### src/dcache_defs.svh
`ifndef DCACHE_DEFS_SVH
`define DCACHE_DEFS_SVH

// Byte address width
`define DC_ADDR_WIDTH 12

`define DC_LINE_BYTES 16 // Bytes per cache line
`define DC_N_LINES 4     // Direct mapped, one way

// Backing memory covers the whole address space
`define DC_MEM_LINES ((1 << `DC_ADDR_WIDTH) / `DC_LINE_BYTES)

// Grant to completion, in cycles
`define DC_MEM_LATENCY 3

`define DC_CNT_WIDTH 16 // Statistics counters

`endif
### src/dcache_pkg.sv
`include "dcache_defs.svh"

package dcache_pkg;

    typedef logic [`DC_ADDR_WIDTH-1:0]   dc_addr_t;
    typedef logic [31:0]                 dc_word_t;
    typedef logic [`DC_LINE_BYTES*8-1:0] dc_line_t;
    typedef logic [3:0]                  dc_strb_t;
    typedef logic [1:0]                  dc_size_t;
    typedef logic [`DC_CNT_WIDTH-1:0]    dc_count_t;

    localparam dc_size_t SIZE_BYTE = 2'b00;
    localparam dc_size_t SIZE_HALF = 2'b01;
    localparam dc_size_t SIZE_WORD = 2'b10;

    typedef enum logic [1:0] {
        S_IDLE      = 2'b00,
        S_WRITEBACK = 2'b01, // Dirty victim out
        S_REFILL    = 2'b10  // Wait for the new line
    } dc_state_e;

    typedef struct packed {
        logic     wr;        // 1 store, 0 load
        dc_addr_t addr;
        dc_word_t wdata;
        dc_strb_t wstrb;     // Zero means derive from size
        dc_size_t size;
    } dc_cpu_req_t;

    typedef struct packed {
        logic     we;
        dc_addr_t addr;      // Line aligned
        dc_line_t wdata;
    } dc_mem_req_t;

    typedef struct packed {
        logic hit;
        logic miss;
        logic writeback;
    } dc_event_t;

endpackage

### src/dcache_stats.sv
`timescale 1ns/1ps

module dcache_stats (
    input  logic                  clk,
    input  logic                  rstn,
    input  dcache_pkg::dc_event_t evt,
    input  logic                  stat_clr,
    input  logic [1:0]            stat_sel,
    output dcache_pkg::dc_count_t stat_data
);

    dcache_pkg::dc_count_t cnt [3]; // Hits, misses, writebacks
    logic [2:0] inc;

    assign inc = {evt.writeback, evt.miss, evt.hit};

    always_ff @(posedge clk or negedge rstn) begin
        if (!rstn) begin
            for (int i = 0; i < 3; i++) begin
                cnt[i] <= '0;
            end
        end else if (stat_clr) begin
            for (int i = 0; i < 3; i++) begin
                cnt[i] <= '0;
            end
        end else begin
            for (int i = 0; i < 3; i++) begin
                if (inc[i]) begin
                    cnt[i] <= cnt[i] + 1'b1; // Wraps
                end
            end
        end
    end

    always_comb begin
        case (stat_sel)
            2'd0:    stat_data = cnt[0];
            2'd1:    stat_data = cnt[1];
            2'd2:    stat_data = cnt[2];
            default: stat_data = '0;
        endcase
    end

endmodule

### config.mk
export PLATFORM = sky130hd
export DESIGN_NAME = dcache_stats
export DESIGN_NICKNAME = d
export VERILOG_FILES = /design/src/dcache_pkg.sv /design/src/dcache_stats.sv
export VERILOG_INCLUDE_DIRS = /design/src /design/src/src
export SDC_FILE = /design/constraint.sdc
export NUM_CORES = 1
export LEC_CHECK = 0
export BUFFER_PORTS_ARGS = -buffer_cell sky130_fd_sc_hd__buf_2
export CAP_MARGIN = 5
export CELL_PAD_IN_SITES_DETAIL_PLACEMENT = 0
export CELL_PAD_IN_SITES_GLOBAL_PLACEMENT = 1
export CORE_MARGIN = 5
export CORE_UTILIZATION = 49
export DETAILED_ROUTE_END_ITERATION = 10
export PLACE_DENSITY = 0.82
export SLEW_MARGIN = 15
export SYNTH_ARGS = -nofsm -noshare
export SYNTH_HDL_FRONTEND = slang
export SYNTH_SLANG_ARGS = --single-unit
### constraint.sdc
create_clock -name clk -period 3.3 [get_ports clk]
set_input_delay 0.165 -clock clk [delete_from_list [all_inputs] [get_ports clk]]
set_output_delay 0.165 -clock clk [all_outputs]
set_load 0.02 [all_outputs]
After elaboration in Yosys (flattened, before gate mapping)
Cells that the tools add are included.
- register bits after elaboration: 48
- bits in latches: 0
- bits in writable memories: 0
- ROM bits: 0
- bits of input ports: 8
- output and inout port bits: 16
- logic and storage cells: 17
- memories kept: 0
- $add $sub $neg: 3
- multiply operators: 0
- divide/modulo/power cells: 0
- $lt $le $gt $ge: 0
- eq/ne operators: 2
- shifts and indexed selects: 0
- mux-type cells: 5
- bitwise operators: 0
- reductions and logical operators: 4
- operators with widths (operator ; number):
    $add A16 B1 Y16 const B ; 3
    $mux W16 ; 3
    $mux W48 ; 1
    $pmux W16 S3 ; 1
    $reduce_bool A2 Y1 ; 3
    $eq A2 B1 Y1 const B ; 1
    $eq A2 B2 Y1 const B ; 1
    $logic_not A2 Y1 ; 1

Depth between registers and ports, before layout
Gate-level depths: netlist of run 1.
- word-level depth: 3
- mapped depth: 6
- mapped depth without buffers: 5

Least setup slack after synthesis of run 1
Ideal clock, no wire load.
- path kind: register to register
- from: reg cnt[32] (netlist bit)
- to: reg cnt[46] (netlist bit)
- setup time: 0.132 ns
- arrival: 1.285 ns
- data required time: 3.168 ns
- path slack: 1.884 ns
- stages on the path, launching flop included: 6
- buffers on the path: 0
- period minus slack after synthesis: 1.416 ns
- cell sequence: dfrtp_1 ha_1 nand4_1 nor4_2 xnor2_1 nor2_1
- cells in the longest elaborated chain, start to end: 3
- ends and longest elaborated chain (item ; line ; text):
    from (decl) ; dcache_stats.sv:12 ; dcache_pkg::dc_count_t cnt [3];
    from (signal, indexed assignment) ; dcache_stats.sv:29 ; cnt[i] <= cnt[i] + 1'b1;
    $add A16 B1 Y16 ; dcache_stats.sv:29 ;
    $mux W16 ; dcache_stats.sv:28 ; if (inc[i]) begin
    $mux W48 ; dcache_stats.sv:22 ; end else if (stat_clr) begin
Every way passes these cells. The select of a mux whose other input is x is not followed.
A chain may end at the register's enable or synchronous reset.

Worst setup path in the final report of run 1
- from: in stat_sel[1]
- to: out stat_data[1]
- cells in the longest elaborated chain, start to end: 2
- elaborated cells between the ends (all ways): 4
- classes of those cells: eq/ne (2); mux (1); reduce/logical (1)
- ends and longest elaborated chain (item ; line ; text):
    from (decl) ; dcache_stats.sv:8 ; input logic [1:0] stat_sel,
    $eq A2 B2 Y1, or another cell as far along ; dcache_stats.sv:36 ; case (stat_sel)
    $pmux W16 S3 * ; dcache_stats.sv:36 ;
    to (decl) ; dcache_stats.sv:9 ; output dcache_pkg::dc_count_t stat_data
Mark *: on every way between the ends. The rest lies on a longest branch, timed or not.

==> out/metrics.yaml, run 1 <==
status:
  outcome: "finished clean"
worst_setup_path:
  start_kind: "input pin"
  path_cells: "buf_2 > nor2b_1 > nand2_1 > o21ai_0 > buf_2"
  worst_path_dominant_cell_family: "simple AND/OR/NAND/NOR gates"
  cp_slowest_stage_delay_ps: 830
  startpoint: "stat_sel[1]"
  r2r-end: "cnt[46]"
  r2r_slack_ps: 1660
  worst-path-stages: 5
  end_kind: "output port"
  cp.required_ps: 3130
  critPathKind: "input pin to output port"
  ff2ff_path_depth: 5
  cp_slowest_cell: "nor2b_1"
  path_common_cell: "buf_2"
  crit_arrival_ps: 1710
  endpoint: "stat_data[1]"
  path_buf_inv: 2
  reg2reg_from: "cnt[32]"
  critPathMaxFanout: 17
floorplan:
  die_w_um: 83.79
  dieArea_um2: 7020
  dieHeight_um: 83.79
  start_util_pct: 51.25
  ios: 24
  rows: 26
  core_um2: 5205
yosys:
  synth-async-reset-ratio_pct: 100.0
  ys_seq_area_share_pct: 45.03
  yosysTopAreaCellShare_pct: 45.03
  netlist_top_cells_area: "dfrtp_1 45%, xnor2_1 7.2%, mux2i_1 7.1%"
  yosys_warnings: 0
  syn_avg_cell_area_um2: 9.198
  synth_area_um2: 2668
  synth_most_common_cell: "dfrtp_1"
  yosys.area.top_type: "dfrtp_1"
  synth_edf_count: 0
  synthCells: 290
  ys.flop_type: "dfrtp_1"
  synth_common_cells: "48 x dfrtp_1, 42 x nor2_1, 29 x nand2_1"
  yosys.cell_types.count: 28
  synth-seq-cells: 48
  syn_nets: 301
power:
  p_leak_nw: 1.235
  vdd_ir_drop_max_v: 0.0001738
  power.density_nw_per_um2: 359.5
global_route:
  grt_pass1_vias: 1939
  grt_pass1_wl_um: 9556
  grt.busiest_layer: "met2"
  use_met3_pct: 4.245
  met1_usage_pct: 24.35
  antenna_found_initial: 0
  track_usage_pct: 16.82
  grt.overflow.total: 0
  grt_max_degree: 51
  grt.met2_usage_pct: 24.80
placed_design:
  gp_congestion: 0.7395
  dp_slack_ps: 1458
  place.port_buffers: 23
  dp_cells: 369
  dp_hpwl_um: 3989
timing:
  fin_ws_ps: 1426
  post-route-min-period_ps: 1874
  setup_viol: 0
  skew_ps: 3.740
  fmax_mhz: 533.7
  period_share_pct: 56.78
  setup_tns_ps: 0
  finalMaxSlewViolations: 0
  hold_viol: 0
  rsz0062_at_grt: "false"
  worst_pin_slew_ps: 996.3
  slew_headroom_pct: 33.44
drt:
  vias: 2039
  route.detailed.drc: 0
  viasPerCell: 5.408
  drtAntennaViolNets: 0
  wl_per_cell_um: 14.93
  drt_iter0_drc: 95
  drt_wl_total_um: 5628
  drt_first_pass_iters: 4
job:
  max-cap-violations: 0
cts:
  cts.sinks: 48
  cts_tree: "done"
  clk_pin_slew_ps: 80
  ctsLongestPathBuffers: 2
  cts-root-buf: "clkbuf_8"
  cts_buffers: 5
  insertion_delay_ps: 290
  postCtsSetupBuffers: 0
  h-tree-depth: 2
cells_and_area:
  top_register: "cnt"
  largestRegisters: "cnt x48"
  areaGrowthSynthToFinish_pct: 9.240
  drive_gt1_share_pct: 12.38
  fin_nets: 318
  nFillCells: 489
  fin_cells: 377
  antenna_cells: 0
  largest_reg_flops: 48
worst_hold_path:
  min_path_type: "input pin to flip-flop"
[layer usage]
layer  routed length [um]  part of all wire, %
met3                  294                  5.2
met5                    0                    0
met1                 2788                   50
met2                 2487                   44
met4                   57                  1.0
[per-stage QoR]
| step | area, um^2 | power (mW) | util [%] | hold WS [ps] |
|---|---|---|---|---|
| after floorplan | 2668 | 0.6589 | - | -130.6 |
| after global placement | 2805 | 0.6863 | 53.89 | 420.7 |
| after detailed placement | 2805 | 0.6878 | 53.89 | 428.7 |
| after CTS | 2902 | 1.064 | 55.75 | 100.5 |
| after global routing | 2914 | 1.102 | 55.99 | 224.2 |
| final | 2914 | 1.048 | 55.99 | 205.7 |
[tightest hold or removal path, stage by stage]
cell     delay, ps
buf_2          150
xnor2_1         70
nor2_1          70
[final cells by class]
class	count	area, um^2	area share, %
multi-input cells	223	1383	47.45
clock buffers	7	96.34	3.306
inverters	5	18.77	0.6441
repair buffers	24	127.6	4.380
flip-flops and latches	48	1201	41.22
well taps	70	87.58	3.006
[worst min-delay path by stage]
stage,cells after the start,endpoint,start,slack (ps)
after global placement,1,cnt[26],rstn,420
after global routing,3,cnt[32],evt[2],220
after CTS,1,cnt[28],rstn,100
after detailed placement,1,cnt[28],rstn,430
after floorplan,0,cnt[0],rstn,-130
final,3,cnt[32],evt[2],210
[timing repair]
action / in CTS / in global routing
hold buffers: 0 / 1
resized for setup: 0 / 0
hold endpoints to repair: 0 / 48
[placed cells by master, fill, tap and decap left out, types with 9 or more instances in the layout]
cell,instances
dfrtp_1,48
nor2_1,42
nand2_1,29
o21ai_0,24
xnor2_1,22
buf_2,22
mux2i_1,19
nand4_1,14
xor2_1,12
nand3_1,10
nor3_1,9
a21oi_1,9
[where the power goes]
part	total [mW]	internal [mW]	switching [mW]
combinational	0.0707	0.0222	0.0485
sequential	0.605	0.595	0.00970
clock	0.372	0.187	0.185
total	1.05	0.804	0.244
[kinds of logic (layout without fill, tap and decap cells)]
group | after synthesis | count (layout) | share of synthesized area (%)
AOI/OAI and AO/OA | 34 | 34 | 6.520
xor gates and xnor gates | 34 | 34 | 11.16
adders and majority gates | 3 | 3 | 1.407
buffers and inverters | 19 | 36 | 3.143
DFF | 48 | 48 | 45.03
muxes | 21 | 21 | 7.974
and+or+nand+nor | 131 | 131 | 24.77
Note: power is estimated with default switching activity, not from simulation.
==> run 2, diff against run 1 <==
- CORE_UTILIZATION: 49 -> 46
- PLACE_DENSITY: 0.82 -> 0.78
- clock period: 3.3 -> 1.81 ns (I/O delays scaled with it)
==> out/metrics.yaml, run 2 (synthesized netlist as in run 1, its figures left out) <==
status:
  outcome: "finished clean"
worst_setup_path:
  crit_arrival_ps: 1800
  cp_slowest_stage_delay_ps: 420
  critPathKind: "flip-flop to flip-flop"
  path_buf_inv: 0
  end_kind: "flip-flop"
  cp_slowest_cell: "dfrtp_1"
  worst_path_dominant_cell_family: "simple AND/OR/NAND/NOR gates"
  start_kind: "flip-flop"
  cp.required_ps: 1990
  critPathMaxFanout: 8
  path_cells: "ha_1 > nand4_1 > nor4_2 > xnor2_1 > nor2_1"
power:
  power.density_nw_per_um2: 644.6
  p_total_mw: 1.913
  vdd_ir_drop_max_v: 0.0003510
  p_leak_nw: 1.269
timing:
  finalMaxSlewViolations: 0
  period_share_pct: 89.59
  skew_ps: 5.453
  rsz0062_at_grt: "false"
  worst_pin_slew_ps: 510.4
  setup_tns_ps: 0
  setup_viol: 0
  fmax_mhz: 616.7
  post-route-min-period_ps: 1622
  hold_viol: 0
  slew_headroom_pct: 65.98
cts:
  cts-root-buf: "clkbuf_8"
  ctsLongestPathBuffers: 2
  clk_pin_slew_ps: 90
  cts_buffers: 5
  post_cts_resized: 0
  cts_tree: "done"
  h-tree-depth: 2
  cts.sinks: 48
  insertion_delay_ps: 300
cells_and_area:
  antenna_cells: 0
  final_cell_mix: "48 x dfrtp_1, 42 x nor2_1, 29 x nand2_1, 24 x o21ai_0, 23 x buf_2"
  final_common_cell: "dfrtp_1"
  nFillCells: 533
  top_register: "cnt"
  drive_gt1_share_pct: 14.33
  largest_reg_flops: 48
  largestRegisters: "cnt x48"
  utilization_pct: 53.24
  fin_nets: 324
  areaGrowthSynthToFinish_pct: 11.26
drt:
  drt_wl_total_um: 5905
  dr_wl_met2_um: 2625
  drt_iter0_drc: 94
  viasPerCell: 5.440
  route.detailed.drc: 0
  vias: 2100
  wl_per_cell_um: 15.30
  wl_met3_um: 291
  top_layer_used: "met4"
  wl_met1_um: 2944
  drtAntennaViolNets: 0
  drt_first_pass_iters: 4
placed_design:
  dp_hpwl_um: 4243
  place.port_buffers: 23
  gp_congestion: 0.7965
global_route:
  antenna_found_initial: 0
  grt_pass1_wl_um: 9998
  grt_max_degree: 45
  grt.overflow.total: 0
  track_usage_pct: 16.91
  grt_pass1_vias: 2036
floorplan:
  rows: 27
  die_w_um: 86.15
  dieArea_um2: 7422
  core_um2: 5574
  start_util_pct: 47.86
  ios: 24
  dieHeight_um: 86.15
job:
  max-cap-violations: 0
worst_hold_path:
  min_path_type: "input pin to flip-flop"
## run 2: final timing paths
kind,start,endpoint,slack [ps],cells after the start
max,cnt[32],cnt[46],190,5
min,stat_clr,cnt[29],30,2
max reg2reg,cnt[32],cnt[46],190,5
min reg2reg,cnt[47],cnt[47],570,2
max in group asynchronous,rstn,cnt[8],1130,3
min in group asynchronous,rstn,cnt[24],190,2
## run 2: metal layers
metal,global-route usage [%],vias to the layer above
met5,0,-
met4,3.453,0
met3,3.650,4
met2,26.28,36
met1,24.29,1009
li1,-,1051
## run 2: through the flow
step	hold slack, ps	cells	cell area, um^2	worst slack [ps]
2_1_floorplan	-205.1	290	2668	393.5
3_3_place_gp	-27.65	377	2865	259.9
3_5_place_dp	-29.58	377	2865	202.3
4_1_cts	19.68	386	2968	180.6
5_1_grt	19.55	386	2968	78.82
6_report	28.42	386	2968	188.5
## run 2: where the power goes
| part | total [mW] | leakage, nW | internal, mW | switching [mW] |
|---|---|---|---|---|
| Clock | 0.671 | 0.0510 | 0.306 | 0.365 |
| Combinational | 0.140 | 0.552 | 0.0473 | 0.0930 |
| Sequential | 1.10 | 0.666 | 1.09 | 0.0167 |
## run 2: final cells by class
| type | instances | area, um^2 | area share, % |
|---|---|---|---|
| tap | 72 | 90.09 | 3.035 |
| timing repair buffer | 30 | 182.7 | 6.155 |
| clock inverter | 2 | 10.01 | 0.3373 |
| clock buffer | 6 | 82.58 | 2.782 |
| multi-input combinational | 223 | 1383 | 46.59 |
| sequential | 48 | 1201 | 40.47 |
| inverter | 5 | 18.77 | 0.6324 |
## run 2: timing repair
item                                   in CTS  in global routing
buffers inserted                            0                  0
hold buffers                                1                  0
endpoints found under the hold margin      48                  0
## run 2: worst reg2reg max path: stages (launching register included)
cell     delay, ps
dfrtp_1        420
ha_1           210
nand4_1        280
nor4_2         400
xnor2_1        150
nor2_1          50
==> run 3, diff against run 2 <==
- PLACE_DENSITY: 0.78 -> 0.8
==> out/metrics.yaml, run 3 (synthesized netlist as in run 1, its figures left out) <==
worst_setup_path:
  path_cells: "ha_1 > nand4_1 > buf_4 > nor4_2 > xnor2_1 > nor2_1"
  critPathKind: "flip-flop to flip-flop"
  cp.required_ps: 1990
  critPathMaxFanout: 7
  crit_arrival_ps: 1780
  start_kind: "flip-flop"
  path_buf_inv: 1
  cp_slowest_stage_delay_ps: 420
  cp_slowest_cell: "dfrtp_1"
  end_kind: "flip-flop"
  worst_path_dominant_cell_family: "simple AND/OR/NAND/NOR gates"
cells_and_area:
  final_common_cell: "dfrtp_1"
  final_cell_mix: "48 x dfrtp_1, 42 x nor2_1, 29 x nand2_1, 24 x o21ai_0, 23 x buf_2"
  drive_gt1_share_pct: 14.60
  fin_cells: 387
  fin_nets: 325
  largestRegisters: "cnt x48"
  design_area_um2: 2997
  top_register: "cnt"
  antenna_cells: 0
  utilization_pct: 53.76
  areaGrowthSynthToFinish_pct: 12.34
  largest_reg_flops: 48
placed_design:
  dp_hpwl_um: 4225
  place.port_buffers: 23
  dp_cells: 377
  gp_congestion: 0.7878
  dp_slack_ps: 147.2
  placed_area_um2: 2853
timing:
  setup_viol: 0
  finalMaxSlewViolations: 0
  hold_viol: 0
  rsz0062_at_grt: "false"
  timing.hold.ws_ps: 36.64
  fin_ws_ps: 203.8
  worst_pin_slew_ps: 624.5
  skew_ps: 6.934
  slew_headroom_pct: 58.36
  setup_tns_ps: 0
  fmax_mhz: 622.6
  post-route-min-period_ps: 1606
  period_share_pct: 88.74
drt:
  drt_iter0_drc: 124
  vias: 2090
  wl_per_cell_um: 15.32
  drtAntennaViolNets: 0
  drt_first_pass_iters: 4
  viasPerCell: 5.401
  route.detailed.drc: 0
  drt_wl_total_um: 5928
cts:
  cts.sinks: 48
  cts-root-buf: "clkbuf_8"
  clk_pin_slew_ps: 90
  cts_buffers: 5
  ctsLongestPathBuffers: 2
  cts_tree: "done"
  h-tree-depth: 2
  insertion_delay_ps: 300
global_route:
  grt_pass1_vias: 2072
  grt_pass1_wl_um: 10080
  antenna_found_initial: 0
  use_met3_pct: 3.458
  met1_usage_pct: 24.46
  track_usage_pct: 17.08
  grt.busiest_layer: "met2"
  grt_max_degree: 49
  grt.met2_usage_pct: 26.56
  grt.overflow.total: 0
floorplan:
  rows: 27
  ios: 24
  start_util_pct: 47.86
  die_w_um: 86.15
  dieArea_um2: 7422
  core_um2: 5574
  dieHeight_um: 86.15
power:
  vdd_ir_drop_max_v: 0.0003499
  p_leak_nw: 1.282
  p_total_mw: 2.081
  power.density_nw_per_um2: 694.6
worst_hold_path:
  min_path_type: "input pin to flip-flop"
status:
  outcome: "finished clean"
job:
  max-cap-violations: 0
run 3: cell count changes in the layout (fill, tap and decap cells not counted), sizes merged:
cell	delta
clkbuf	+1
buf	+1
clkinv	-2
bufinv	+1
run 3: repair_timing:
item	in CTS	in global routing
buffers inserted	0	1
gates resized for setup	0	0
endpoints found under the setup margin	0	1
endpoints found under the hold margin	48	0
hold buffers	1	0
run 3: final timing paths:
kind                       startpoint  slack, ps  cells past startpoint       to
min                          stat_clr         40                      2  cnt[26]
min in group asynchronous        rstn        420                      3  cnt[30]
max in group asynchronous        rstn        960                      3   cnt[7]
max                           cnt[32]        200                      6  cnt[46]
min reg2reg                   cnt[47]        570                      2  cnt[47]
max reg2reg                   cnt[32]        200                      6  cnt[46]
run 3: cell type report:
class                           count  area [um^2]
Tap cell                           72        90.09
Sequential cell                    48         1201
Multi-Input combinational cell    223         1383
Inverter                            5        18.77
Clock inverter                      1        30.03
Clock buffer                        7        96.34
Fill cell                         536         2577
Timing Repair Buffer               31        177.7
run 3: report_power, final:
group / internal, mW / switching (mW) / total [mW]
Clock: 0.488 / 0.355 / 0.843
Sequential: 1.09 / 0.0168 / 1.10
Combinational: 0.0445 / 0.0918 / 0.136
run 3: worst reg2reg max path, delay by kind of cell (launching register included):
family                   cells  cell delay, ps
XOR/XNOR                     1             160
AND/OR/NAND/NOR              3             510
flip-flops                   1             420
buffers and inverters        1             190
adder cells (fa/ha/maj)      1             200
run 3: routing by layer:
| metal | part of all wire, % | wire, um |
|---|---|---|
| met2 | 45 | 2656 |
| met4 | 0.86 | 51 |
| met3 | 3.8 | 228 |
| met5 | 0 | 0 |
| met1 | 50 | 2992 |
