### src/dcache_defs.svh
`ifndef DCACHE_DEFS_SVH
`define DCACHE_DEFS_SVH

// Byte address width
`define DC_ADDR_WIDTH 12

`define DC_LINE_BYTES 16 // Bytes per cache line
`define DC_N_LINES 4     // Direct mapped, one way

// Backing memory covers the whole address space
`define DC_MEM_LINES ((1 << `DC_ADDR_WIDTH) / `DC_LINE_BYTES)

// Grant to completion, in cycles
`define DC_MEM_LATENCY 3

`define DC_CNT_WIDTH 16 // Statistics counters

`endif
### src/dcache_pkg.sv
`include "dcache_defs.svh"

package dcache_pkg;

    typedef logic [`DC_ADDR_WIDTH-1:0]   dc_addr_t;
    typedef logic [31:0]                 dc_word_t;
    typedef logic [`DC_LINE_BYTES*8-1:0] dc_line_t;
    typedef logic [3:0]                  dc_strb_t;
    typedef logic [1:0]                  dc_size_t;
    typedef logic [`DC_CNT_WIDTH-1:0]    dc_count_t;

    localparam dc_size_t SIZE_BYTE = 2'b00;
    localparam dc_size_t SIZE_HALF = 2'b01;
    localparam dc_size_t SIZE_WORD = 2'b10;

    typedef enum logic [1:0] {
        S_IDLE      = 2'b00,
        S_WRITEBACK = 2'b01, // Dirty victim out
        S_REFILL    = 2'b10  // Wait for the new line
    } dc_state_e;

    typedef struct packed {
        logic     wr;        // 1 store, 0 load
        dc_addr_t addr;
        dc_word_t wdata;
        dc_strb_t wstrb;     // Zero means derive from size
        dc_size_t size;
    } dc_cpu_req_t;

    typedef struct packed {
        logic     we;
        dc_addr_t addr;      // Line aligned
        dc_line_t wdata;
    } dc_mem_req_t;

    typedef struct packed {
        logic hit;
        logic miss;
        logic writeback;
    } dc_event_t;

endpackage

### src/dcache_core.sv
`timescale 1ns/1ps
`include "dcache_defs.svh"

module dcache_core (
    input  logic                   clk,
    input  logic                   rstn,
    input  logic                   cpu_req,
    input  dcache_pkg::dc_cpu_req_t cpu_in,
    output logic                   cpu_ready,
    output dcache_pkg::dc_word_t   cpu_rdata,
    output logic                   cpu_rvalid,
    output logic                   mem_req,
    output dcache_pkg::dc_mem_req_t mem_out,
    input  logic                   mem_gnt,
    input  logic                   mem_rvalid,
    input  dcache_pkg::dc_line_t   mem_rdata,
    output dcache_pkg::dc_event_t  evt
);

    localparam int OFFSET_BITS   = $clog2(`DC_LINE_BYTES);
    localparam int IDX_BITS      = $clog2(`DC_N_LINES);
    localparam int TAG_BITS      = `DC_ADDR_WIDTH - OFFSET_BITS - IDX_BITS;
    localparam int WORD_OFF_BITS = $clog2(`DC_LINE_BYTES / 4);

    logic [TAG_BITS-1:0]  tag_arr  [`DC_N_LINES];
    dcache_pkg::dc_line_t data_arr [`DC_N_LINES];
    logic [`DC_N_LINES-1:0] valid_arr;
    logic [`DC_N_LINES-1:0] dirty_arr;

    dcache_pkg::dc_state_e   state;
    dcache_pkg::dc_cpu_req_t pend;    // Request waiting on a miss
    dcache_pkg::dc_cpu_req_t cur_req; // Incoming request, strobes resolved

    logic [IDX_BITS-1:0]      cur_idx;
    logic [TAG_BITS-1:0]      cur_tag;
    logic [WORD_OFF_BITS-1:0] cur_word;
    logic [1:0]               cur_byte;
    logic [IDX_BITS-1:0]      pend_idx;
    logic [TAG_BITS-1:0]      pend_tag;
    logic [WORD_OFF_BITS-1:0] pend_word;
    logic [1:0]               pend_byte;

    logic req_fire;
    logic cur_hit;
    logic victim_dirty;
    logic wb_grant;
    logic refill_done;

    function automatic dcache_pkg::dc_strb_t gen_strb(
        input logic [1:0]           byte_off,
        input dcache_pkg::dc_size_t size
    );
        dcache_pkg::dc_strb_t strb;
        case (size)
            dcache_pkg::SIZE_BYTE: strb = 4'b0001 << byte_off;
            dcache_pkg::SIZE_HALF: strb = byte_off[1] ? 4'b1100 : 4'b0011;
            default:               strb = 4'b1111;
        endcase
        return strb;
    endfunction

    // Zero extended, naturally aligned
    function automatic dcache_pkg::dc_word_t load_extract(
        input dcache_pkg::dc_line_t   line,
        input logic [WORD_OFF_BITS-1:0] word_idx,
        input logic [1:0]             byte_off,
        input dcache_pkg::dc_size_t   size
    );
        dcache_pkg::dc_word_t word;
        dcache_pkg::dc_word_t result;
        word = line[word_idx*32 +: 32];
        case (size)
            dcache_pkg::SIZE_BYTE: result = {24'h0, word[byte_off*8 +: 8]};
            dcache_pkg::SIZE_HALF: result = {16'h0, word[byte_off[1]*16 +: 16]};
            default:               result = word;
        endcase
        return result;
    endfunction

    function automatic dcache_pkg::dc_line_t store_merge(
        input dcache_pkg::dc_line_t   line,
        input logic [WORD_OFF_BITS-1:0] word_idx,
        input dcache_pkg::dc_word_t   wdata,
        input dcache_pkg::dc_strb_t   wstrb
    );
        dcache_pkg::dc_line_t merged;
        merged = line;
        for (int i = 0; i < 4; i++) begin
            if (wstrb[i]) begin
                merged[word_idx*32 + i*8 +: 8] = wdata[i*8 +: 8];
            end
        end
        return merged;
    endfunction

    assign cur_idx   = cpu_in.addr[OFFSET_BITS +: IDX_BITS];
    assign cur_tag   = cpu_in.addr[`DC_ADDR_WIDTH-1 -: TAG_BITS];
    assign cur_word  = cpu_in.addr[OFFSET_BITS-1:2];
    assign cur_byte  = cpu_in.addr[1:0];
    assign pend_idx  = pend.addr[OFFSET_BITS +: IDX_BITS];
    assign pend_tag  = pend.addr[`DC_ADDR_WIDTH-1 -: TAG_BITS];
    assign pend_word = pend.addr[OFFSET_BITS-1:2];
    assign pend_byte = pend.addr[1:0];

    always_comb begin
        cur_req = cpu_in;
        if (cpu_in.wstrb == 4'b0000) begin
            cur_req.wstrb = gen_strb(cur_byte, cpu_in.size);
        end
    end

    assign req_fire     = cpu_req && cpu_ready && (state == dcache_pkg::S_IDLE);
    assign cur_hit      = valid_arr[cur_idx] && (tag_arr[cur_idx] == cur_tag);
    assign victim_dirty = valid_arr[cur_idx] && dirty_arr[cur_idx];
    assign wb_grant     = (state == dcache_pkg::S_WRITEBACK) && mem_gnt;
    assign refill_done  = (state == dcache_pkg::S_REFILL) && mem_rvalid;

    assign evt.hit       = req_fire && cur_hit;
    assign evt.miss      = req_fire && !cur_hit;
    assign evt.writeback = wb_grant;

    // Control and line status
    always_ff @(posedge clk or negedge rstn) begin
        if (!rstn) begin
            state      <= dcache_pkg::S_IDLE;
            cpu_ready  <= 1'b1;
            cpu_rvalid <= 1'b0;
            mem_req    <= 1'b0;
            valid_arr  <= '0;
            dirty_arr  <= '0;
        end else begin
            cpu_rvalid <= 1'b0;
            case (state)
                dcache_pkg::S_IDLE: begin
                    if (req_fire && cur_hit) begin
                        if (cpu_in.wr) begin
                            dirty_arr[cur_idx] <= 1'b1;
                        end else begin
                            cpu_rvalid <= 1'b1;
                        end
                    end else if (req_fire) begin
                        cpu_ready <= 1'b0;
                        mem_req   <= 1'b1;
                        state     <= victim_dirty ? dcache_pkg::S_WRITEBACK
                                                  : dcache_pkg::S_REFILL;
                    end
                end
                dcache_pkg::S_WRITEBACK: begin
                    if (mem_gnt) begin
                        state <= dcache_pkg::S_REFILL; // Request stays up as a read
                    end
                end
                dcache_pkg::S_REFILL: begin
                    if (mem_gnt) begin
                        mem_req <= 1'b0;
                    end
                    if (mem_rvalid) begin
                        valid_arr[pend_idx] <= 1'b1;
                        dirty_arr[pend_idx] <= pend.wr; // Merged store dirties the line
                        cpu_rvalid          <= !pend.wr;
                        cpu_ready           <= 1'b1;
                        state               <= dcache_pkg::S_IDLE;
                    end
                end
                default: state <= dcache_pkg::S_IDLE;
            endcase
        end
    end

    // Arrays and payload
    always_ff @(posedge clk) begin
        if (req_fire && cur_hit) begin
            if (cpu_in.wr) begin
                data_arr[cur_idx] <= store_merge(data_arr[cur_idx], cur_word,
                                                 cpu_in.wdata, cur_req.wstrb);
            end else begin
                cpu_rdata <= load_extract(data_arr[cur_idx], cur_word, cur_byte, cpu_in.size);
            end
        end else if (req_fire) begin
            pend          <= cur_req;
            mem_out.we    <= victim_dirty;
            mem_out.wdata <= data_arr[cur_idx];
            if (victim_dirty) begin
                mem_out.addr <= {tag_arr[cur_idx], cur_idx, {OFFSET_BITS{1'b0}}};
            end else begin
                mem_out.addr <= {cpu_in.addr[`DC_ADDR_WIDTH-1:OFFSET_BITS], {OFFSET_BITS{1'b0}}};
            end
        end

        if (wb_grant) begin
            mem_out.we   <= 1'b0;
            mem_out.addr <= {pend.addr[`DC_ADDR_WIDTH-1:OFFSET_BITS], {OFFSET_BITS{1'b0}}};
        end

        if (refill_done) begin
            tag_arr[pend_idx] <= pend_tag;
            if (pend.wr) begin
                data_arr[pend_idx] <= store_merge(mem_rdata, pend_word, pend.wdata, pend.wstrb);
            end else begin
                data_arr[pend_idx] <= mem_rdata;
                cpu_rdata          <= load_extract(mem_rdata, pend_word, pend_byte, pend.size);
            end
        end
    end

endmodule

### config.mk
export PLATFORM = sky130hd
export DESIGN_NAME = dcache_core
export DESIGN_NICKNAME = d
export VERILOG_FILES = /design/src/dcache_pkg.sv /design/src/dcache_core.sv
export VERILOG_INCLUDE_DIRS = /design/src /design/src/src
export SDC_FILE = /design/constraint.sdc
export NUM_CORES = 1
export LEC_CHECK = 0
export BUFFER_PORTS_ARGS = -buffer_cell sky130_fd_sc_hd__buf_2
export CORE_ASPECT_RATIO = 2
export CORE_UTILIZATION = 42
export CTS_CLUSTER_DIAMETER = 120
export DETAILED_ROUTE_END_ITERATION = 7
export SYNTH_ARGS = -nofsm -noshare
export SYNTH_HDL_FRONTEND = slang
export SYNTH_SLANG_ARGS = --single-unit
### constraint.sdc
create_clock -name clk -period 12.75 [get_ports clk]
set_clock_uncertainty 0.15 [all_clocks]
set_input_delay 0.6375 -clock clk [delete_from_list [all_inputs] [get_ports clk]]
set_output_delay 0.6375 -clock clk [all_outputs]
set_load 0.02 [all_outputs]
## Word level (Yosys, flattened, before mapping)

Memories as Yosys holds them, arrays and structs flattened.
Index checks and enable logic that the tools add are counted.

- Bitwise operators: 4
- Order comparisons: 4
- Add/subtract/negate cells: 14
- Shift operators: 23
- Equal/unequal tests: 13
- Reduce and logical (&&, ||, !) cells: 26
- Multiplexer cells: 91

Operator list:

| operator | number |
|---|---|
| two-way mux 128 bit | 26 |
| bitwise mux 128 bit | 8 |
| variable shift 8 x 34 -> 128 bit (first input constant) | 8 |
| indexed part select 8 x 34 -> 128 bit | 8 |
| two-way mux 140 bit | 2 |
| indexed part select 128 x 8 -> 32 bit | 2 |
| negation 8 -> 34 bit | 6 |
| two-way mux 32 bit | 4 |
| case mux 32 bit (2 select lines) | 2 |
| OR reduction 128 bit | 1 |
| negation 7 -> 34 bit | 2 |
| indexed part select 32 x 6 -> 16 bit | 2 |
| indexed part select 32 x 6 -> 8 bit | 2 |
| adder 7 x 5 -> 8 bit (second input constant) | 4 |
| two-way mux 1 bit | 25 |
| two-way mux 12 bit | 2 |
| two-way mux 4 bit | 5 |
| adder 7 x 4 -> 8 bit (second input constant) | 2 |
| case mux 4 bit (2 select lines) | 2 |
| AND reduction 4 bit | 4 |
| != test 2 bit (second input constant) | 7 |
| two-way mux 2 bit | 6 |
| logical AND 1 bit | 10 |
| bitwise OR 4 bit | 2 |
| 19 further kinds | 33 |

- Bits in writable memories: 536
- Memories: 2
- Word-level logic and storage cells: 193
- Bits of input ports: 184
- Output and inout port bits: 179
- Register bits: 237

Memory list:

| memory | words | bits a word | read ports | clocked after Yosys merged registers in | write ports | line | source |
|---|---|---|---|---|---|---|---|
| data_arr | 4 | 128 | 1 | 0 | 1 | dcache_core.sv:26 | `` dcache_pkg::dc_line_t data_arr [`DC_N_LINES]; `` |
| tag_arr | 4 | 6 | 1 | 0 | 1 | dcache_core.sv:25 | `` logic [TAG_BITS-1:0] tag_arr [`DC_N_LINES]; `` |

## Depth between registers and ports, before layout

Gate-level depths: netlist of run 1.

- Depth in word-level cells: 20
- Depth in mapped cells: 11
- Depth with buffers taken out: 8

## Worst setup path before layout of run 1

OpenSTA, ideal clock, no wires.

- Path kind: input -> output
- Start: in cpu_in[42] in the netlist's numbering
- End: out evt[1] in the netlist's numbering
- Data arrival time: 5467 ps
- Path buffers: 1
- Stages on the path: 7
- Data required time: 11962 ps
- Setup slack: 6496 ps
- Path through: buf_6 > mux4_2 > xnor2_2 > and4_4 > o211ai_4 > nand2_1 > inv_1

RTL lines:

| element | line | source |
|---|---|---|
| start: declaration | dcache_core.sv:8 | `input dcache_pkg::dc_cpu_req_t cpu_in,` |
| end: declaration | dcache_core.sv:17 | `output dcache_pkg::dc_event_t evt` |

==> flow_summary.json, run 1 <==
{
  "gp_congestion": 1.00,
  "yosysSeqAreaShare_pct": 63.2,
  "rsz0062_at_grt": "no",
  "yosysMostFrequentCell": "edfxtp_1",
  "clk_pin_slew_worst_paths_ns": 0.06,
  "cts_buffers": 72,
  "drive_gt1_share_pct": 25.6,
  "track_usage_pct": 30.8,
  "fill_cells": 7398,
  "drv_cap": 0,
  "synth_common_cells": "edfxtp_1 (723), nand2_1 (218), mux4_2 (138)",
  "worstSkewPairLatency_ns": 0.69,
  "tightestPinTransition_ns": 1.27,
  "max_slew_margin_pct": 15.3,
  "cts_buffer_depth": 3,
  "via_count": 26300,
  "yosys.area.top_type_share_pct": 60.5,
  "swShare_pct": 32.4,
  "p_sw_mw": 2.36,
  "clock_power_share_pct": 31.1,
  "cts_tree": "built",
  "drcViolationCount": 0,
  "num_rows": 151,
  "ios": 363,
  "finalMaxSlewViolations": 0,
  "cts.htree.levels": 3,
  "final_cell_area_um2": 41100,
  "status": "finished, final reports clean",
  "synth_area_per_cell_um2": 14.0,
  "cts.sinks": 769,
  "hold_path.class": "input pin to register",
  "synth-main-ff-cell": "edfxtp_1",
  "critPathMaxFanout": 102,
  "cp-start-kind": "input pin",
  "p_per_area_nw_per_um2": 177,
  "timing_hold_violations_final": 0,
  "wl_um": 134000,
  "synth_cell_types": 79,
  "final_antenna_net_count": 0,
  "viasPerCell": 6.57,
  "dp_hpwl_um": 97400,
  "die_area_um2": 86700,
  "post_cts_resized": 0,
  "synth-seq-cells": 769,
  "seqCellArea_um2": 22700,
  "fin_cells": 3994,
  "p_leak_nw": 14.2,
  "wl_per_cell_um": 33.6,
  "internal_power_mw": 4.93,
  "finalPower_mw": 7.30,
  "grt_pass1_wl_um": 189000,
  "nets": 3059,
  "fin_tns_setup_ns": 0,
  "grt_max_degree": 103,
  "drtIter0Drc": 3458,
  "first_global_vias": 25800,
  "area_delta_synth_final_pct": 14.6,
  "arrival_ns": 5.34,
  "synth_edf_count": 723,
  "synthTopCellsByArea": "edfxtp_1 (60%), mux4_2 (8.7%), nand2_1 (2.3%), mux2i_1 (2.2%), dfxtp_1 (1.8%)",
  "die_w_um": 209,
  "crit_type": "input pin to output port",
  "start_util_pct": 42.4,
  "placed_area_um2": 38700,
  "netlist.top_cell.by_area": "edfxtp_1",
  "period_needed_ns": 6.13,
  "setup_viol": 0,
  "synthArstFlopShare_pct": 1.69,
  "grt_overflow": 0,
  "power_frac_comb_pct": 22.5,
  "chipHeight_um": 415,
  "coreArea_um2": 84600,
  "antenna_found_initial": 7,
  "min_period_over_period_pct": 48.0,
  "multi_input_comb_area_um2": 12300,
  "netlist_instances": 2555,
  "first_pass_iters": 6,
  "dp_cells": 3859,
  "yosys_warnings": 0,
  "synth_area_um2": 35900,
  "port_buffers": 358,
  "critPathCaptureType": "output port",
  "peakVddDrop_mv": 0.129,
  "crit_required_ns": 11.96,
  "fmax_ghz": 0.163,
  "seq_power_share_pct": 46.5,
  "root_buffer": "clkbuf_16"
}
==> logic make-up after synthesis <==
family / after synthesis / share of synthesized area [%]
flops: 769 / 63.2
simple gates: 672 / 8.91
compound gates: 633 / 12.5
mux: 254 / 12.0
buf+inv: 208 / 2.75
fa+ha+maj: 12 / 0.418
xor+xnor: 6 / 0.167
other cells: 1 / 0.0104
==> what timing repair did <==
item / in CTS / in global routing
buffers inserted: 0 / 0
hold buffers: 1 / 0
endpoints found under the hold margin: 13 / 0
==> flip-flops by register name, indices dropped and copies added, names as in the netlist <==
name        cells
mem_req         1
tag_arr        24
pend           51
state           2
valid_arr       4
cpu_rdata      32
cpu_rvalid      1
dirty_arr       4
mem_out       137
cpu_ready       1
data_arr      512
==> final cells by class <==
class                   count  area share (%)
flip-flops and latches    769            55.2
inverters                  25           0.246
clock inverters            48            1.26
clock buffers              85            4.70
repair buffers            414            5.46
diodes                      1         0.00608
multi-input cells        1581            29.9
well taps                1071            3.26
==> metal layers <==
layer  track usage (%)  share of wire, %
met1              37.8                36
met2              49.4                48
met3              5.18               8.8
met4              21.5               7.7
met5                 0             0.022
==> path summary, 6_finish.rpt <==
kind                               start  slack, ns        endpoint  depth (start not counted)
max                           cpu_in[43]       6.62          evt[1]                         10
min                           cpu_in[45]       0.04        pend[45]                          1
max reg2reg                     state[1]       7.71  data_arr[1][3]                          6
min reg2reg                cpu_rdata[17]       0.32   cpu_rdata[17]                          1
max in group asynchronous           rstn      11.90       cpu_ready                          2
min in group asynchronous           rstn       0.25        state[1]                          2
==> power by group through the flow <==
stage	Sequential (mW)	Clock (mW)	Combinational (mW)
floorplan	3.56	0	0.803
global placement	3.43	0	1.58
detailed placement	3.43	0	1.61
CTS	3.38	2.30	1.62
global route	3.41	2.38	1.72
finish	3.39	2.27	1.64
==> per-stage QoR <==
stage                     hold slack, ns  utilization, %  setup WS (ns)
after floorplan                    0.192               -           6.50
after global placement             0.303            45.7           6.56
after detailed placement           0.298            45.7           6.45
after CTS                       0.000842            48.6           6.45
after global routing              0.0266            48.6           6.30
final                             0.0378            48.6           6.62
==> worst max-delay path, stage by stage <==
cell and delay, ns:
clkbuf_8 0.63, buf_4 0.84, mux4_2 0.44, o31a_1 0.13, and4_4 0.21, o211ai_4 0.12, nand2_1 0.43, inv_8 0.72
buf_4 0.73, buf_2 0.30
==> cell usage in the layout, fill, tap and decap left out, types with 29 or more instances in the layout <==
cell,synthesis,final
a211oi_1,57,57
a21boi_0,38,37
a21oi_1,116,116
a221o_1,34,34
a22oi_1,45,45
a311oi_1,30,30
a31oi_1,95,95
and3_1,56,56
buf_2,28,356
buf_4,25,54
clkbuf_16,0,75
dfxtp_1,33,33
edfxtp_1,723,723
mux2_2,33,33
mux2i_1,80,80
mux4_2,138,138
nand2_1,218,217
nand3_1,129,128
nor2_1,120,119
nor2b_1,29,29
o21ai_0,42,42
Power figures use the tool's default switching activity.
==> run 2, diff against run 1 <==
--- a/config.mk
+++ b/config.mk
@@ -6,6 +6,7 @@
 export SDC_FILE = /design/constraint.sdc
 export NUM_CORES = 1
 export LEC_CHECK = 0
+export ABC_AREA = 1
 export BUFFER_PORTS_ARGS = -buffer_cell sky130_fd_sc_hd__buf_2
 export CORE_ASPECT_RATIO = 2
 export CORE_UTILIZATION = 42
==> constraint.sdc (replaced) <==
create_clock -name clk -period 6.35 [get_ports clk]
set_clock_uncertainty 0.15 [all_clocks]
set_input_delay 0.3175 -clock clk [delete_from_list [all_inputs] [get_ports clk]]
set_output_delay 0.3175 -clock clk [all_outputs]
set_load 0.02 [all_outputs]
==> run 2 against run 1 <==
Compared with the run above: the flow now finishes with violations (design-rule violations); sequential power rose by 96%; worst hold slack got worse by 0.0072 ns; design area rose by 4.3%; flip-flop and latch count did not move; synthesized cell count rose by 51%; non-clock buffer count rose by 81; synthesized area rose by 2.8%; clock power rose by 97%; critical endpoint is now data_arr[2][103].
==> flow_summary.json, run 2 <==
{
  "crit_type": "register to register",
  "cts.sinks": 769,
  "root_buffer": "clkbuf_16",
  "wl_um": 144000,
  "grt_max_degree": 132,
  "yosysMostFrequentCell": "nand2_1",
  "synth_cell_types": 45,
  "p_per_area_nw_per_um2": 335,
  "cp-startpoint": "state[0]",
  "r2r-start": "state[0]",
  "dp_hpwl_um": 98400,
  "synth_area_um2": 36900,
  "p_leak_nw": 16.8,
  "clk_pin_slew_worst_paths_ns": 0.07,
  "final_cell_area_um2": 42900,
  "cp_cell_sequence": "nor2_4 > inv_4 > nor2_8 > inv_4 > nor2_4 > inv_2 > nand2_1 > nor2_1 > o21ai_0 > o21ai_0",
  "critPathCaptureType": "register",
  "critPathMaxFanout": 52,
  "finalPower_mw": 14.4,
  "min_period_over_period_pct": 72.8,
  "viasPerCell": 5.90,
  "hold_path.class": "input pin to register",
  "area_delta_synth_final_pct": 16.3,
  "start_util_pct": 42.4,
  "first_global_vias": 29900,
  "yosys.area.top_type_share_pct": 58.9,
  "grt_overflow": 0,
  "gp_congestion": 0.984,
  "violations": "design-rule violations",
  "synth-main-ff-cell": "edfxtp_1",
  "timing_hold_violations_final": 0,
  "synth_area_per_cell_um2": 9.56,
  "track_usage_pct": 31.9,
  "ios": 363,
  "hold_path_startpoint": "mem_rdata[76]",
  "num_antenna_cells": 0,
  "synth-seq-cells": 769,
  "period_needed_ns": 4.62,
  "grt_pass1_wl_um": 204000,
  "coreArea_um2": 86900,
  "yosysSeqAreaShare_pct": 61.5,
  "cp-start-kind": "register",
  "netlist.top_cell.by_area": "edfxtp_1",
  "wl_per_cell_um": 26.7,
  "layout_common_cells": "nand2_1 (1177), edfxtp_1 (723), o21ai_0 (446)",
  "netlist_instances": 3857,
  "die_w_um": 212,
  "slowest_delay_ns": 0.64,
  "final_antenna_net_count": 0,
  "worstSkewPairLatency_ns": 0.68,
  "fill_cells": 8275,
  "yosys_warnings": 0,
  "fmax_ghz": 0.216,
  "drive_gt1_share_pct": 13.5,
  "num_rows": 153,
  "drcViolationCount": 1,
  "largest_reg_flops": 512,
  "status": "finished, violations left",
  "cts_tree": "built",
  "via_count": 31800,
  "arrival_ns": 4.80,
  "seqCellArea_um2": 22700,
  "synthArstFlopShare_pct": 1.69,
  "drv_cap": 0,
  "finalMaxSlewViolations": 0,
  "max_slew_margin_pct": 20.8,
  "port_buffers": 358,
  "cts.htree.levels": 3,
  "cts_buffer_depth": 3,
  "antenna_found_initial": 3,
  "synth_common_cells": "nand2_1 (1177), edfxtp_1 (723), o21ai_0 (446)",
  "synth_edf_count": 723,
  "cts_setup_buffers": 0,
  "tightestPinTransition_ns": 1.18,
  "setup_viol": 0,
  "multi_input_comb_area_um2": 12400,
  "synthTopCellsByArea": "edfxtp_1 (59%), nand2_1 (12%), o21ai_0 (6.1%), nand3_1 (3.9%), nor2_1 (2.6%)",
  "placed_area_um2": 39700,
  "crit_required_ns": 6.53,
  "nets": 4378,
  "rsz0062_at_grt": "no",
  "mostFrequentLayoutCell": "nand2_1",
  "first_pass_iters": 8,
  "largestRegisters": "data_arr: 512 flops, mem_out: 137 flops, pend: 51 flops",
  "r2r_setup_slack_ns": 1.73,
  "drtIter0Drc": 4009,
  "chipHeight_um": 421,
  "largest_register": "data_arr",
  "critical-path-slowest-cell": "nor2_4",
  "cts_buffers": 70,
  "die_area_um2": 89100,
  "peakVddDrop_mv": 0.245
}
## run 2: changes by cell type after synthesis, sizes merged, moves of 39 or more
cell / previous run / this run
a211oi: 60 / 1
a21boi: 43 / 0
a21oi: 116 / 69
a31oi: 95 / 56
and3: 56 / 6
inv: 22 / 219
mux2i: 80 / 0
mux4: 138 / 0
nand2: 218 / 1180
nand3: 129 / 289
nor2: 121 / 268
o211ai: 18 / 71
o21ai: 52 / 455
## run 2: power breakdown
| group | total [mW] | leakage (nW) | switching, mW | internal [mW] |
|---|---|---|---|---|
| clock | 4.48 | 1.16 | 1.99 | 2.49 |
| sequential | 6.66 | 7.02 | 0.257 | 6.40 |
| combinational | 3.24 | 8.63 | 2.43 | 0.818 |
## run 2: area by class of cell
cell class                      count  share of cell area [%]
Clock buffer                       85                    4.48
Timing Repair Buffer              495                    7.37
Tap cell                         1162                    3.39
Inverter                          224                    1.98
Sequential cell                   769                    52.9
Clock inverter                     41                    1.04
Multi-Input combinational cell   2622                    28.8
## run 2: cell families (layout without fill, tap and decap cells)
group / count (synthesis) / after routing / share of synthesized area [%]
AOI/OAI and AO/OA: 818 / 818 / 13.1
adders and majority gates: 12 / 12 / 0.407
buffers and inverters: 469 / 845 / 5.23
DFF: 769 / 769 / 61.5
other: 1 / 4 / 0.0102
and+or+nand+nor: 1788 / 1788 / 19.7
## run 2: repair_timing
| action | in CTS | in global routing |
|---|---|---|
| hold buffers | 81 | 0 |
| gates resized for setup | 0 | 0 |
| setup endpoints to repair | 0 | 0 |
| endpoints found under the hold margin | 192 | 0 |
## run 2: routing by layer
metal | global-route usage [%] | vias to the layer above | routed length [µm]
li1 | - | 14100 | -
met1 | 39.2 | 15200 | 51000
met2 | 53.2 | 2085 | 69800
met3 | 5.08 | 407 | 14500
met4 | 17.6 | 4 | 8530
met5 | 0 | - | 22
## run 2: path summary, 6_finish.rpt
| check | endpoint | cells past startpoint |
|---|---|---|
| min in group asynchronous | cpu_ready | 3 |
| max in group asynchronous | valid_arr[3] | 4 |
| hold reg to reg | valid_arr[3] | 1 |
| setup / recovery | data_arr[2][103] | 10 |
| setup reg to reg | data_arr[2][103] | 10 |
| hold / removal | data_arr[2][76] | 3 |
## run 2: metrics by stage
step / setup WS [ns] / cells / hold slack [ns] / TNS [ns] / utilization, %
floorplan: -0.936 / 3860 / -0.128 / -479.09 / -
global placement: 1.91 / 5191 / 0.0938 / 0 / 45.7
detailed placement: 1.84 / 5191 / 0.0959 / 0 / 45.7
CTS: 1.88 / 5398 / 0.00153 / 0 / 49.3
global route: 1.49 / 5398 / 0.0361 / 0 / 49.3
finish: 1.73 / 5398 / 0.0305 / 0 / 49.3
## run 2: worst max-delay path: cells and delay by family (launching register included)
| kind | cells | cell delay, ns |
|---|---|---|
| compound gates | 2 | 0.57 |
| buf+inv | 3 | 0.59 |
| flops | 1 | 0.44 |
| simple gates | 5 | 2.45 |
